<file path="config.mk">
export PLATFORM = sky130hd
export DESIGN_NAME = z80BusUnit
export DESIGN_NICKNAME = d
export VERILOG_FILES = /design/src/z80BusPkg.sv /design/src/z80PadPkg.sv /design/src/cycleSequencer.sv /design/src/pinDecoder.sv /design/src/addressPad.sv /design/src/dataPad.sv /design/src/z80BusUnit.sv
export SDC_FILE = /design/constraint.sdc
export NUM_CORES = 1
export LEC_CHECK = 0
export BUFFER_PORTS_ARGS = -buffer_cell sky130_fd_sc_hd__buf_2
export CAP_MARGIN = 20
export CELL_PAD_IN_SITES_DETAIL_PLACEMENT = 0
export CELL_PAD_IN_SITES_GLOBAL_PLACEMENT = 1
export CORE_MARGIN = 5
export CORE_UTILIZATION = 41
export CTS_BUF_LIST = sky130_fd_sc_hd__clkbuf_4 sky130_fd_sc_hd__clkbuf_8 sky130_fd_sc_hd__clkbuf_16
export DETAILED_ROUTE_END_ITERATION = 8
export PLACE_DENSITY_LB_ADDON = 0.05
export REMOVE_ABC_BUFFERS = 1
export SLEW_MARGIN = 30
export SYNTH_ARGS = -nofsm -noshare
export SYNTH_HDL_FRONTEND = slang
export SYNTH_HIERARCHICAL = 1
export SYNTH_SLANG_ARGS = --single-unit
</file>
<file path="constraint.sdc">
create_clock -name setM1 -period 7.2 [get_ports setM1]
set_input_delay 1.44 -clock setM1 [delete_from_list [all_inputs] [get_ports setM1]]
set_output_delay 1.44 -clock setM1 [all_outputs]
set_load 0.005 [all_outputs]
</file>
<file path="src/z80BusPkg.sv">
// Machine-cycle function and T-state enums, sequencer state struct
`default_nettype none

package z80BusPkg;

    // ------------------------------------------------------------------
    // Machine-cycle functions
    // ------------------------------------------------------------------
    typedef enum logic [2:0] {
        funcFetch    = 3'd0,  // Opcode fetch, M1 cycle
        funcMemRead  = 3'd1,  // Memory read
        funcMemWrite = 3'd2,  // Memory write
        funcIoRead   = 3'd3,  // I/O read
        funcIoWrite  = 3'd4   // I/O write
    } cycleFunc;

    // ------------------------------------------------------------------
    // Sequencer T-states
    // ------------------------------------------------------------------
    typedef enum logic [2:0] {
        stIdle = 3'd0,  // No cycle running
        stT1   = 3'd1,
        stT2   = 3'd2,
        stTw1  = 3'd3,  // Automatic wait states of the INT acknowledge
        stTw2  = 3'd4,
        stWait = 3'd5,  // WAIT-driven extension of the test state
        stT3   = 3'd6,
        stT4   = 3'd7
    } tState;

    // Where the running cycle stands, broadcast to decoder and pads
    typedef struct packed {
        cycleFunc func;     // Function latched at request
        tState    state;    // Current T-state
        logic     intrAck;  // Fetch is an interrupt acknowledge
    } seqState;

endpackage

`default_nettype wire

</file>
<file path="src/z80PadPkg.sv">
// Control-pin bundle and pad-control strobe structs
`default_nettype none

package z80PadPkg;

    // Bus control pins, all active high inside the core
    typedef struct packed {
        logic m1;    // Opcode fetch phase
        logic mreq;  // Memory request
        logic iorq;  // I/O request or INT acknowledge
        logic rd;    // Read strobe
        logic wr;    // Write strobe
        logic rfsh;  // Refresh phase
    } pinBus;

    // ------------------------------------------------------------------
    // Strobes from the pin decoder to the address and data pads
    // ------------------------------------------------------------------
    typedef struct packed {
        logic addrWe;     // Load bus address into the address latch
        logic refreshWe;  // Put refresh address on the bus
        logic dataOe;     // Drive write data onto the data bus
        logic dataRe;     // Capture the data bus into the read latch
    } padCtrl;

endpackage

`default_nettype wire

</file>
<file path="src/cycleSequencer.sv">
// T-state FSM for fetch, memory and I/O machine cycles
`timescale 1ns/1ps
`default_nettype none

module cycleSequencer (
    input  wire                  setM1,      // Clock
    input  wire                  arstN,
    input  wire                  cycleReq,   // One-clock request strobe
    input  z80BusPkg::cycleFunc  reqFunc,
    input  wire                  intrAck,    // Fetch is an INT acknowledge
    input  wire                  holdWait,   // WAIT seen in test or wait state
    input  wire                  busack,
    output z80BusPkg::seqState   seq,
    output logic                 ready,      // Idle and bus not granted
    output logic                 cycleDone   // Final T-state of the cycle
);

    import z80BusPkg::*;

    tState    stateQ;
    tState    stateD;
    cycleFunc funcQ;
    logic     intrQ;
    logic     isIo;     // I/O cycles test WAIT in T3 and end in T4
    logic     isMem;    // Memory read/write end in T3

    assign isIo  = (funcQ == funcIoRead) || (funcQ == funcIoWrite);
    assign isMem = (funcQ == funcMemRead) || (funcQ == funcMemWrite);

    assign ready     = (stateQ == stIdle) && !busack;
    assign cycleDone = (stateQ == stT4) || ((stateQ == stT3) && isMem && !holdWait);

    // ------------------------------------------------------------------
    // Next-state logic
    // ------------------------------------------------------------------
    always_comb begin
        stateD = stateQ;
        case (stateQ)
            stIdle: if (cycleReq && ready) stateD = stT1;
            stT1:   stateD = stT2;
            stT2: begin
                if (intrQ) stateD = stTw1;          // INT ack inserts two Tw
                else if (holdWait) stateD = stWait; // Only set in mem/fetch T2
                else stateD = stT3;
            end
            stTw1:  stateD = stTw2;
            stTw2: begin
                if (holdWait) stateD = stWait;
                else stateD = stT3;
            end
            stWait: begin
                // Resume at the state after the test state
                if (!holdWait) begin
                    if (isIo) stateD = stT4;
                    else stateD = stT3;
                end
            end
            stT3: begin
                if (holdWait) stateD = stWait;      // I/O test state
                else if (isMem) stateD = stIdle;
                else stateD = stT4;
            end
            stT4:   stateD = stIdle;
            default: stateD = stIdle;
        endcase
    end

    // State, function and INT flag registers
    always_ff @(posedge setM1 or negedge arstN) begin
        if (!arstN) begin
            stateQ <= stIdle;
            funcQ  <= funcFetch;
            intrQ  <= 1'b0;
        end else begin
            stateQ <= stateD;
            if (stateQ == stIdle && cycleReq && ready) begin
                funcQ <= reqFunc;
                intrQ <= intrAck && (reqFunc == funcFetch); // Only fetch acks
            end
        end
    end

    always_comb begin
        seq.func    = funcQ;
        seq.state   = stateQ;
        seq.intrAck = intrQ;
    end

endmodule

`default_nettype wire

</file>
<file path="src/pinDecoder.sv">
// Bus pin levels, pad strobes, WAIT hold and BUSRQ/BUSACK
`timescale 1ns/1ps
`default_nettype none

module pinDecoder (
    input  wire                 setM1,
    input  wire                 arstN,
    input  z80BusPkg::seqState  seq,
    input  wire                 cycleDone,
    input  wire                 extWait,   // WAIT pin level
    input  wire                 busrq,     // BUSRQ pin level
    output z80PadPkg::pinBus    pins,
    output z80PadPkg::padCtrl   ctrl,
    output logic                holdWait,  // Hold the sequencer in stWait
    output logic                busack
);

    import z80BusPkg::*;

    tState testSt;   // State where WAIT is tested
    tState capSt;    // State whose end captures read data
    tState effSt;    // State whose pin levels apply
    logic  isFetch, isIntFetch, isMemRd, isMemWr, isIoRd, isIoWr;
    logic  t1, t2, tw1, tw2, t3, t4;

    assign isFetch    = (seq.func == funcFetch) && !seq.intrAck;
    assign isIntFetch = (seq.func == funcFetch) && seq.intrAck;
    assign isMemRd    = seq.func == funcMemRead;
    assign isMemWr    = seq.func == funcMemWrite;
    assign isIoRd     = seq.func == funcIoRead;
    assign isIoWr     = seq.func == funcIoWrite;

    // ------------------------------------------------------------------
    // Test and capture states per function
    // ------------------------------------------------------------------
    always_comb begin
        testSt = stT2;               // Plain fetch and memory cycles
        capSt  = stT2;               // Plain fetch captures at end of T2
        if (isIntFetch) begin
            testSt = stTw2;
            capSt  = stTw2;
        end else if (isIoRd || isIoWr) begin
            testSt = stT3;
        end
        if (isMemRd) capSt = stT3;
        if (isIoRd) capSt = stT4;
    end

    // Wait states repeat the test-state pins
    assign effSt = (seq.state == stWait) ? testSt : seq.state;

    assign t1  = effSt == stT1;
    assign t2  = effSt == stT2;
    assign tw1 = effSt == stTw1;
    assign tw2 = effSt == stTw2;
    assign t3  = effSt == stT3;
    assign t4  = effSt == stT4;

    // ------------------------------------------------------------------
    // Pin levels at whole T-state resolution
    // ------------------------------------------------------------------
    always_comb begin
        pins.m1   = (isFetch && (t1 || t2)) || (isIntFetch && (t1 || t2 || tw1 || tw2));
        pins.mreq = (isFetch && (t1 || t2 || t3)) || (isIntFetch && t3)
                  || ((isMemRd || isMemWr) && (t1 || t2 || t3));
        pins.iorq = (isIntFetch && (tw1 || tw2)) || ((isIoRd || isIoWr) && (t2 || t3 || t4));
        pins.rd   = (isFetch && (t1 || t2)) || (isMemRd && (t1 || t2 || t3))
                  || (isIoRd && (t2 || t3 || t4));
        pins.wr   = (isMemWr && (t2 || t3)) || (isIoWr && (t2 || t3 || t4));
        pins.rfsh = (isFetch || isIntFetch) && (t3 || t4);  // Refresh after opcode read
    end

    assign holdWait = extWait && ((seq.state == testSt) || (seq.state == stWait));

    // Pad strobes
    always_comb begin
        ctrl.addrWe    = t1;
        ctrl.refreshWe = (isFetch || isIntFetch) && t3;
        ctrl.dataOe    = (isMemWr && (t1 || t2 || t3)) || (isIoWr && (t1 || t2 || t3 || t4));
        ctrl.dataRe    = (isFetch || isIntFetch || isMemRd || isIoRd)
                       && (effSt == capSt) && !holdWait;  // Last sample only
    end

    // BUSRQ is sampled at cycle end, in idle, and every clock while granted
    always_ff @(posedge setM1 or negedge arstN) begin
        if (!arstN) begin
            busack <= 1'b0;
        end else if (busack || cycleDone || seq.state == stIdle) begin
            busack <= busrq;
        end
    end

endmodule

`default_nettype wire

</file>
<file path="src/addressPad.sv">
// Address output latch and refresh counter
`timescale 1ns/1ps
`default_nettype none

module addressPad #(
    parameter int addrWidth   = 16,
    parameter int refreshBits = 7
) (
    input  wire                   setM1,
    input  wire                   arstN,
    input  z80PadPkg::padCtrl     ctrl,
    input  wire                   busack,
    input  wire [addrWidth-1:0]   reqAddr,
    output logic [addrWidth-1:0]  addrOut,
    output logic                  addrOe      // Low while the bus is granted
);

    logic [addrWidth-1:0]   addrLatch;
    logic [refreshBits-1:0] refreshCnt;   // R counter, wraps naturally
    logic [addrWidth-1:0]   refreshAddr;

    assign refreshAddr = {{(addrWidth - refreshBits){1'b0}}, refreshCnt};

    // New address shows in the load state itself, the latch holds it after
    always_comb begin
        if (ctrl.addrWe) addrOut = reqAddr;
        else if (ctrl.refreshWe) addrOut = refreshAddr;
        else addrOut = addrLatch;
    end

    always_ff @(posedge setM1) begin
        if (ctrl.addrWe || ctrl.refreshWe) addrLatch <= addrOut;
    end

    // Step once per fetch, next fetch shows the following count
    always_ff @(posedge setM1 or negedge arstN) begin
        if (!arstN) refreshCnt <= '0;
        else if (ctrl.refreshWe) refreshCnt <= refreshCnt + 1'b1;
    end

    assign addrOe = !busack;

endmodule

`default_nettype wire

</file>
<file path="src/dataPad.sv">
// Write-data latch, read-data capture and read-valid pulse
`timescale 1ns/1ps
`default_nettype none

module dataPad #(
    parameter int dataWidth = 8
) (
    input  wire                   setM1,
    input  wire                   arstN,
    input  z80PadPkg::padCtrl     ctrl,
    input  wire                   busack,
    input  wire                   cycleReq,
    input  wire [dataWidth-1:0]   reqWrData,
    input  wire [dataWidth-1:0]   extDataIn,   // Data bus input level
    output logic [dataWidth-1:0]  dataOut,
    output logic                  dataOe,
    output logic [dataWidth-1:0]  readData,
    output logic                  readValid    // One clock after capture
);

    logic [dataWidth-1:0] wrLatch;

    // Never reload while write data is on the bus
    always_ff @(posedge setM1) begin
        if (cycleReq && !busack && !ctrl.dataOe) wrLatch <= reqWrData;
    end

    assign dataOut = wrLatch;
    assign dataOe  = ctrl.dataOe && !busack;

    // ------------------------------------------------------------------
    // Read side
    // ------------------------------------------------------------------
    always_ff @(posedge setM1) begin
        if (ctrl.dataRe) readData <= extDataIn;  // Sample at end of capture state
    end

    always_ff @(posedge setM1 or negedge arstN) begin
        if (!arstN) readValid <= 1'b0;
        else readValid <= ctrl.dataRe;
    end

endmodule

`default_nettype wire

</file>
<file path="src/z80BusUnit.sv">
// Top level joining sequencer, pin decoder and the two pads
`timescale 1ns/1ps
`default_nettype none

module z80BusUnit #(
    parameter int addrWidth   = 16,
    parameter int dataWidth   = 8,
    parameter int refreshBits = 7
) (
    input  wire                   setM1,      // Clock
    input  wire                   arstN,
    input  wire                   cycleReq,
    input  z80BusPkg::cycleFunc   reqFunc,
    input  wire [addrWidth-1:0]   reqAddr,
    input  wire [dataWidth-1:0]   reqWrData,
    input  wire                   intrAck,
    input  wire                   extWait,    // WAIT
    input  wire                   busrq,
    input  wire [dataWidth-1:0]   extDataIn,
    output z80PadPkg::pinBus      pins,
    output wire                   busack,
    output wire [addrWidth-1:0]   addrOut,
    output wire                   addrOe,
    output wire [dataWidth-1:0]   dataOut,
    output wire                   dataOe,
    output wire [dataWidth-1:0]   readData,
    output wire                   readValid,
    output wire                   ready,
    output wire                   cycleDone
);

    import z80BusPkg::*;
    import z80PadPkg::*;

    seqState seq;        // Sequencer broadcast
    padCtrl  ctrl;       // Pad strobes
    logic    holdWait;

    // ------------------------------------------------------------------
    // Control
    // ------------------------------------------------------------------
    cycleSequencer i_cycleSequencer (
        .setM1, .arstN, .cycleReq, .reqFunc, .intrAck, .holdWait, .busack,
        .seq, .ready, .cycleDone
    );

    pinDecoder i_pinDecoder (
        .setM1, .arstN, .seq, .cycleDone, .extWait, .busrq,
        .pins, .ctrl, .holdWait, .busack
    );

    // ------------------------------------------------------------------
    // Pads
    // ------------------------------------------------------------------
    addressPad #(.addrWidth(addrWidth), .refreshBits(refreshBits)) i_addressPad (
        .setM1, .arstN, .ctrl, .busack, .reqAddr, .addrOut, .addrOe
    );

    dataPad #(.dataWidth(dataWidth)) i_dataPad (
        .setM1, .arstN, .ctrl, .busack, .cycleReq, .reqWrData, .extDataIn,
        .dataOut, .dataOe, .readData, .readValid
    );

endmodule

`default_nettype wire

</file>
Word level (Yosys, flattened, before mapping)
Cells that the tools add are included.
{"block": "op_classes", "addsub": 1, "eq_ne": 21, "mux": 16, "n_reduce_logical": 65}
{"operator": "3-bit 2-to-1 mux", "count": 11}
{"operator": "16-bit 2-to-1 mux", "count": 2}
{"operator": "1-bit logical AND", "count": 30}
{"operator": "1-bit logical OR", "count": 27}
{"operator": "3-bit equality test, second input constant", "count": 8}
{"operator": "3-bit case mux with 8 select lines", "count": 1}
{"operator": "3-bit by 2-bit equality test with 1-bit output, second input constant", "count": 6}
{"operator": "3-bit by 1-bit equality test with 1-bit output, second input constant", "count": 3}
{"operator": "3-bit zero test", "count": 3}
{"operator": "7-bit by 1-bit adder with 7-bit output, second input constant", "count": 1}
{"operator": "3-bit equality test", "count": 2}
{"operator": "1-bit zero test", "count": 4}
{"operator": "2-bit 2-to-1 mux", "count": 1}
{"operator": "2-bit by 1-bit != test with 1-bit output, second input constant", "count": 1}
{"operator": "2-bit != test, second input constant", "count": 1}
{"operator": "2-bit AND reduction", "count": 1}
{"operator": "1-bit 2-to-1 mux", "count": 1}
{"block": "word_totals", "register_bits": 48, "in_bits": 41, "output_inout_bits": 44, "wordCells": 112}

Logic depth before layout (Yosys ltp)
{"block": "depth", "depth_word": 13, "depth_mapped": 9, "ltp_nobuf": 7}

Hierarchy
The synthesis kept the hierarchy.
{"module": "addressPad", "n_inst": 1, "cells_each": 78, "area_each_um2": 1034.7, "seq_area_each_um2": 655.6}
{"module": "pinDecoder", "n_inst": 1, "cells_each": 79, "area_each_um2": 529.3, "seq_area_each_um2": 25.0}
{"module": "dataPad", "n_inst": 1, "cells_each": 19, "area_each_um2": 524.3, "seq_area_each_um2": 505.5}
{"module": "cycleSequencer", "n_inst": 1, "cells_each": 43, "area_each_um2": 434.2, "seq_area_each_um2": 175.2}

Least setup slack after synthesis
Ideal clock, no wire load.
{"block": "synth_timing", "path_kind": "input to output", "startpoint": "in extWait", "endpoint": "out cycleDone", "arrival_time_ps": 2334, "required_time_ps": 5760, "setup_slack_ps": 3426, "cell_stages": 6, "path_buffers": 0, "path_cell_list": "nor4bb_1 -> o2111ai_2 -> o211ai_2 -> nor2_1 -> a21oi_1 -> nor2_1"}
{"block": "synth_via", "elab_chain_cells": 4}
{"item": "start, declared", "line": "z80BusUnit.sv:17", "source": "input wire extWait,"}
{"item": "1-bit logical AND", "line": "pinDecoder.sv:73", "source": "assign holdWait = extWait && ((seq.state == testSt) || (seq.state == stWait));"}
{"item": "named net holdWait", "line": "z80BusUnit.sv:37", "source": "logic holdWait;"}
{"item": "1-bit zero test", "line": "cycleSequencer.sv:31", "source": "assign cycleDone = (stateQ == stT4) || ((stateQ == stT3) && isMem && !holdWait);"}
{"item": "1-bit logical AND", "line": "cycleSequencer.sv:31"}
{"item": "1-bit logical OR", "line": "cycleSequencer.sv:31"}
{"item": "end, declared", "line": "z80BusUnit.sv:29", "source": "output wire cycleDone"}
The timed path passes the listed nets, and every way through them passes these cells.

Worst setup path after layout
Same ends and word-level chain as after synthesis.

==> impl_results.md <==
* Crit path buf inv count at 2
* ANT nets after route at 0
* DRC viols at 0
* Status: complete, no violations
* Critical-path top delay cell: nor4bb_1
* Number of diodes at 0
* CTS sink cnt at between 40 and 50
* Via count at about 1900
* Starting density of the core at 42.4%
* Worst rel slew slack at between 30% and 40%
* Peak VDD IR at around 0.00022 V
* Clk pin slew, worst setup/hold paths at about 0.08 ns
* DR pass1 iterations at 4
* Yosys warns at 6
* Ports at between 80 and 90
* Startpoint types: input pin
* Crit Path Max Fanout at 4
* Kind of cell adding the most delay to the critical path: compound AO/OA/AOI/OAI gates
* Post-synthesis sequential area ratio at between 50% and 60%
* Die footprint at between 0.007 and 0.008 mm²
* Avg WL per Cell at around 15 µm
* Grt ovf at 0
* Total power at about 1.3 mW
* Layout area overhead at 20.4%
* Layout cells sized above 1 at 35.5%
* Initial drt markers at roughly 60
* Worst Setup End Kind: output pin
* Die W at 88.4 µm
* PortBufs at 84
* Max Freq at between 0.2 and 0.25 GHz
* CTS buffer count at 5
* # setup viols final at 0
* Core area at 0.00596 mm²
* Slowest stage delay, CP at about 0.34 ns
* CTS Buffer Depth at 2
* Mean Syn Cell Area at ~12 µm²
* Vias per inst at just over 5
* Setup TNS at 0 ns
* Netlist area before placement at ~0.0025 mm²
* Worst min path class: reg2reg
* Final worst-path cycle share at between 50% and 60%
* Initial antenna violation count at 0
* Req. time, crit path at 5.76 ns
* Nets at around 340
* Synth Register Bits at 48
* Number of global-route vias before repair at roughly 1700
* Insertion delay to the later sink of the worst-skew pair at between 0.2 and 0.3 ns
* Leak at between 1 and 1.5 nW
* RSZ-0062 raised after global routing: false
* Synthesized instance count at between 200 and 250
* Post-CTS setup buffer count at 0
* DP HPWL at 4060 µm
* Final Hold Viols at 0
* RD Place Congestion at between 0.7 and 0.8
* Max-cap violation count at 0
* DRT Wirelength at roughly 5600 µm
* Min Tclk post-route at about 4.2 ns
* Worst-path cell chain: buf_2, nor4bb_1, o2111ai_2, o211ai_2, nor2_1, a21oi_1, nor2_1, buf_2
* Fin Hold WS at 0.476 ns
* GR Util All Layers at 14.2%
* CTS tree: built
* Commonest non-fill, non-tap cell in the layout: buf_2
* Post-synth EDFFs at 32
* Commonest cells after routing, fill and taps aside: buf_2 (84), edfxtp_1 (32), nand2_1 (17), o21ai_0 (17), dfrtp_1 (16)
* Pwr/cell area at roughly 420 mW/mm²
* Pin count of the biggest net entering global routing at 30
* First-pass GRT wire length at between 8000 and 9000 µm
* CP Class: in2out
* Synth unique cells at 56
* Die height at about 90 µm
* Root Driver: clkbuf_8
* FP Rows at 28
* Worst Max-Slew Pin Slew at approximately 0.96 ns
* CTS resizes at 0
* Slew Limit Fails at 0
* Synth Flop Type: edfxtp_1
* Hold_buf cts at 0
* Fillers at a little under 600
* Htree depth at 2
* Asr flop ratio synth at 33.3%
* Final Skew at approximately 0.0040 ns
* WP data arrival at around 2.7 ns
[layer usage]
layer  GRT usage [%]  vias to the layer above  part of all wire (%)
met5               0                        -                     0
li1                -                      971                     -
met3            4.93                        4                   7.4
met4            3.71                        0                  0.70
met1            19.6                      891                    45
met2            21.3                       54                    47
[power breakdown]
group          total, mW  switching (mW)  leakage [nW]  internal, mW
Sequential         0.560           0.141         0.498         0.419
Combinational      0.554           0.279         0.769         0.275
Clock              0.155          0.0867        0.0460        0.0679
Total               1.27           0.507          1.31         0.762
[cells in the mapped netlist (all sizes together) (3+ instances only)]
cell | count | area share, %
nor2b | 4 | 0.99
nand3 | 3 | 0.60
edfxtp | 32 | 38
a21oi | 11 | 2.2
nor2 | 14 | 2.2
o21ai | 17 | 3.4
inv | 9 | 1.3
dfrtp | 16 | 16
nand2 | 17 | 2.5
nor3 | 3 | 1.0
a22o | 9 | 3.1
o211ai | 3 | 1.1
clkbuf | 6 | 0.89
mux2 | 4 | 2.2
mux2i | 8 | 3.2
nand4 | 5 | 1.2
buf | 11 | 3.5
xor2 | 5 | 1.7
xnor2 | 4 | 1.4
nand2b | 6 | 1.5
[per-stage QoR]
step	instances	utilization [%]	area (µm²)	setup WS, ns
floorplan	202	-	2410	3.41
global placement	363	49.4	2940	3.08
detailed placement	363	49.5	2950	3.02
CTS	371	51.0	3040	3.02
global route	371	51.0	3040	2.82
finish	371	51.0	3040	3.02
[worst paths after layout]
path                                                              from                                     end  slack (ns)  depth (start not counted)
worst min-delay path            i_addressPad/refreshCnt[6]$_DFFE_PN0P_  i_addressPad/refreshCnt[6]$_DFFE_PN0P_        0.48                          1
worst max register to register   i_cycleSequencer/funcQ[1]$_DFFE_PN0P_          i_dataPad/dataOut[3]$_DFFE_PP_        4.57                          5
worst min register to register  i_addressPad/refreshCnt[6]$_DFFE_PN0P_  i_addressPad/refreshCnt[6]$_DFFE_PN0P_        0.48                          1
max in group asynchronous                                        arstN  i_addressPad/refreshCnt[6]$_DFFE_PN0P_        5.88                          1
worst max-delay path                                           extWait                               cycleDone        3.02                          8
min in group asynchronous                                        arstN  i_addressPad/refreshCnt[0]$_DFFE_PN0P_        1.05                          1
[worst reg2reg max path, cell delays in order (launching register included)]
cell	delay [ns]
dfrtp_1	0.60
nor4b_1	0.72
a21oi_1	0.16
a21oi_1	0.20
nor2_1	0.10
nor3b_2	0.51
[registers in the layout, summed over array words and instances (netlist names)]
signal,cells
i_addressPad/addrLatch,16
i_dataPad/dataOut,8
i_dataPad/readData,8
i_addressPad/refreshCnt,7
i_cycleSequencer/funcQ,3
i_cycleSequencer/stateQ,3
i_cycleSequencer/intrQ,1
i_dataPad/readValid,1
i_pinDecoder/busack,1
[kinds of logic (layout without fill, tap and decap cells)]
kind of cell / after synthesis / in the layout / share of synthesized area (%)
and+or+nand+nor: 66 / 66 / 15.8
xor gates and xnor gates: 9 / 9 / 3.12
buffers and inverters: 26 / 103 / 5.70
AOI/OAI and AO/OA: 57 / 57 / 15.5
DFF: 48 / 48 / 54.0
muxes: 12 / 12 / 5.41
adders and majority gates: 1 / 1 / 0.496
[layout make-up]
type | count | area, µm² | area share, %
Tap cell | 75 | 93.8 | 3.09
Multi-Input combinational cell | 145 | 1030 | 33.8
Clock inverter | 3 | 17.5 | 0.577
Sequential cell | 48 | 1360 | 44.8
Timing Repair Buffer | 86 | 435 | 14.3
Clock buffer | 5 | 68.8 | 2.27
Inverter | 9 | 33.8 | 1.11
(Power assumes the default switching activity.)
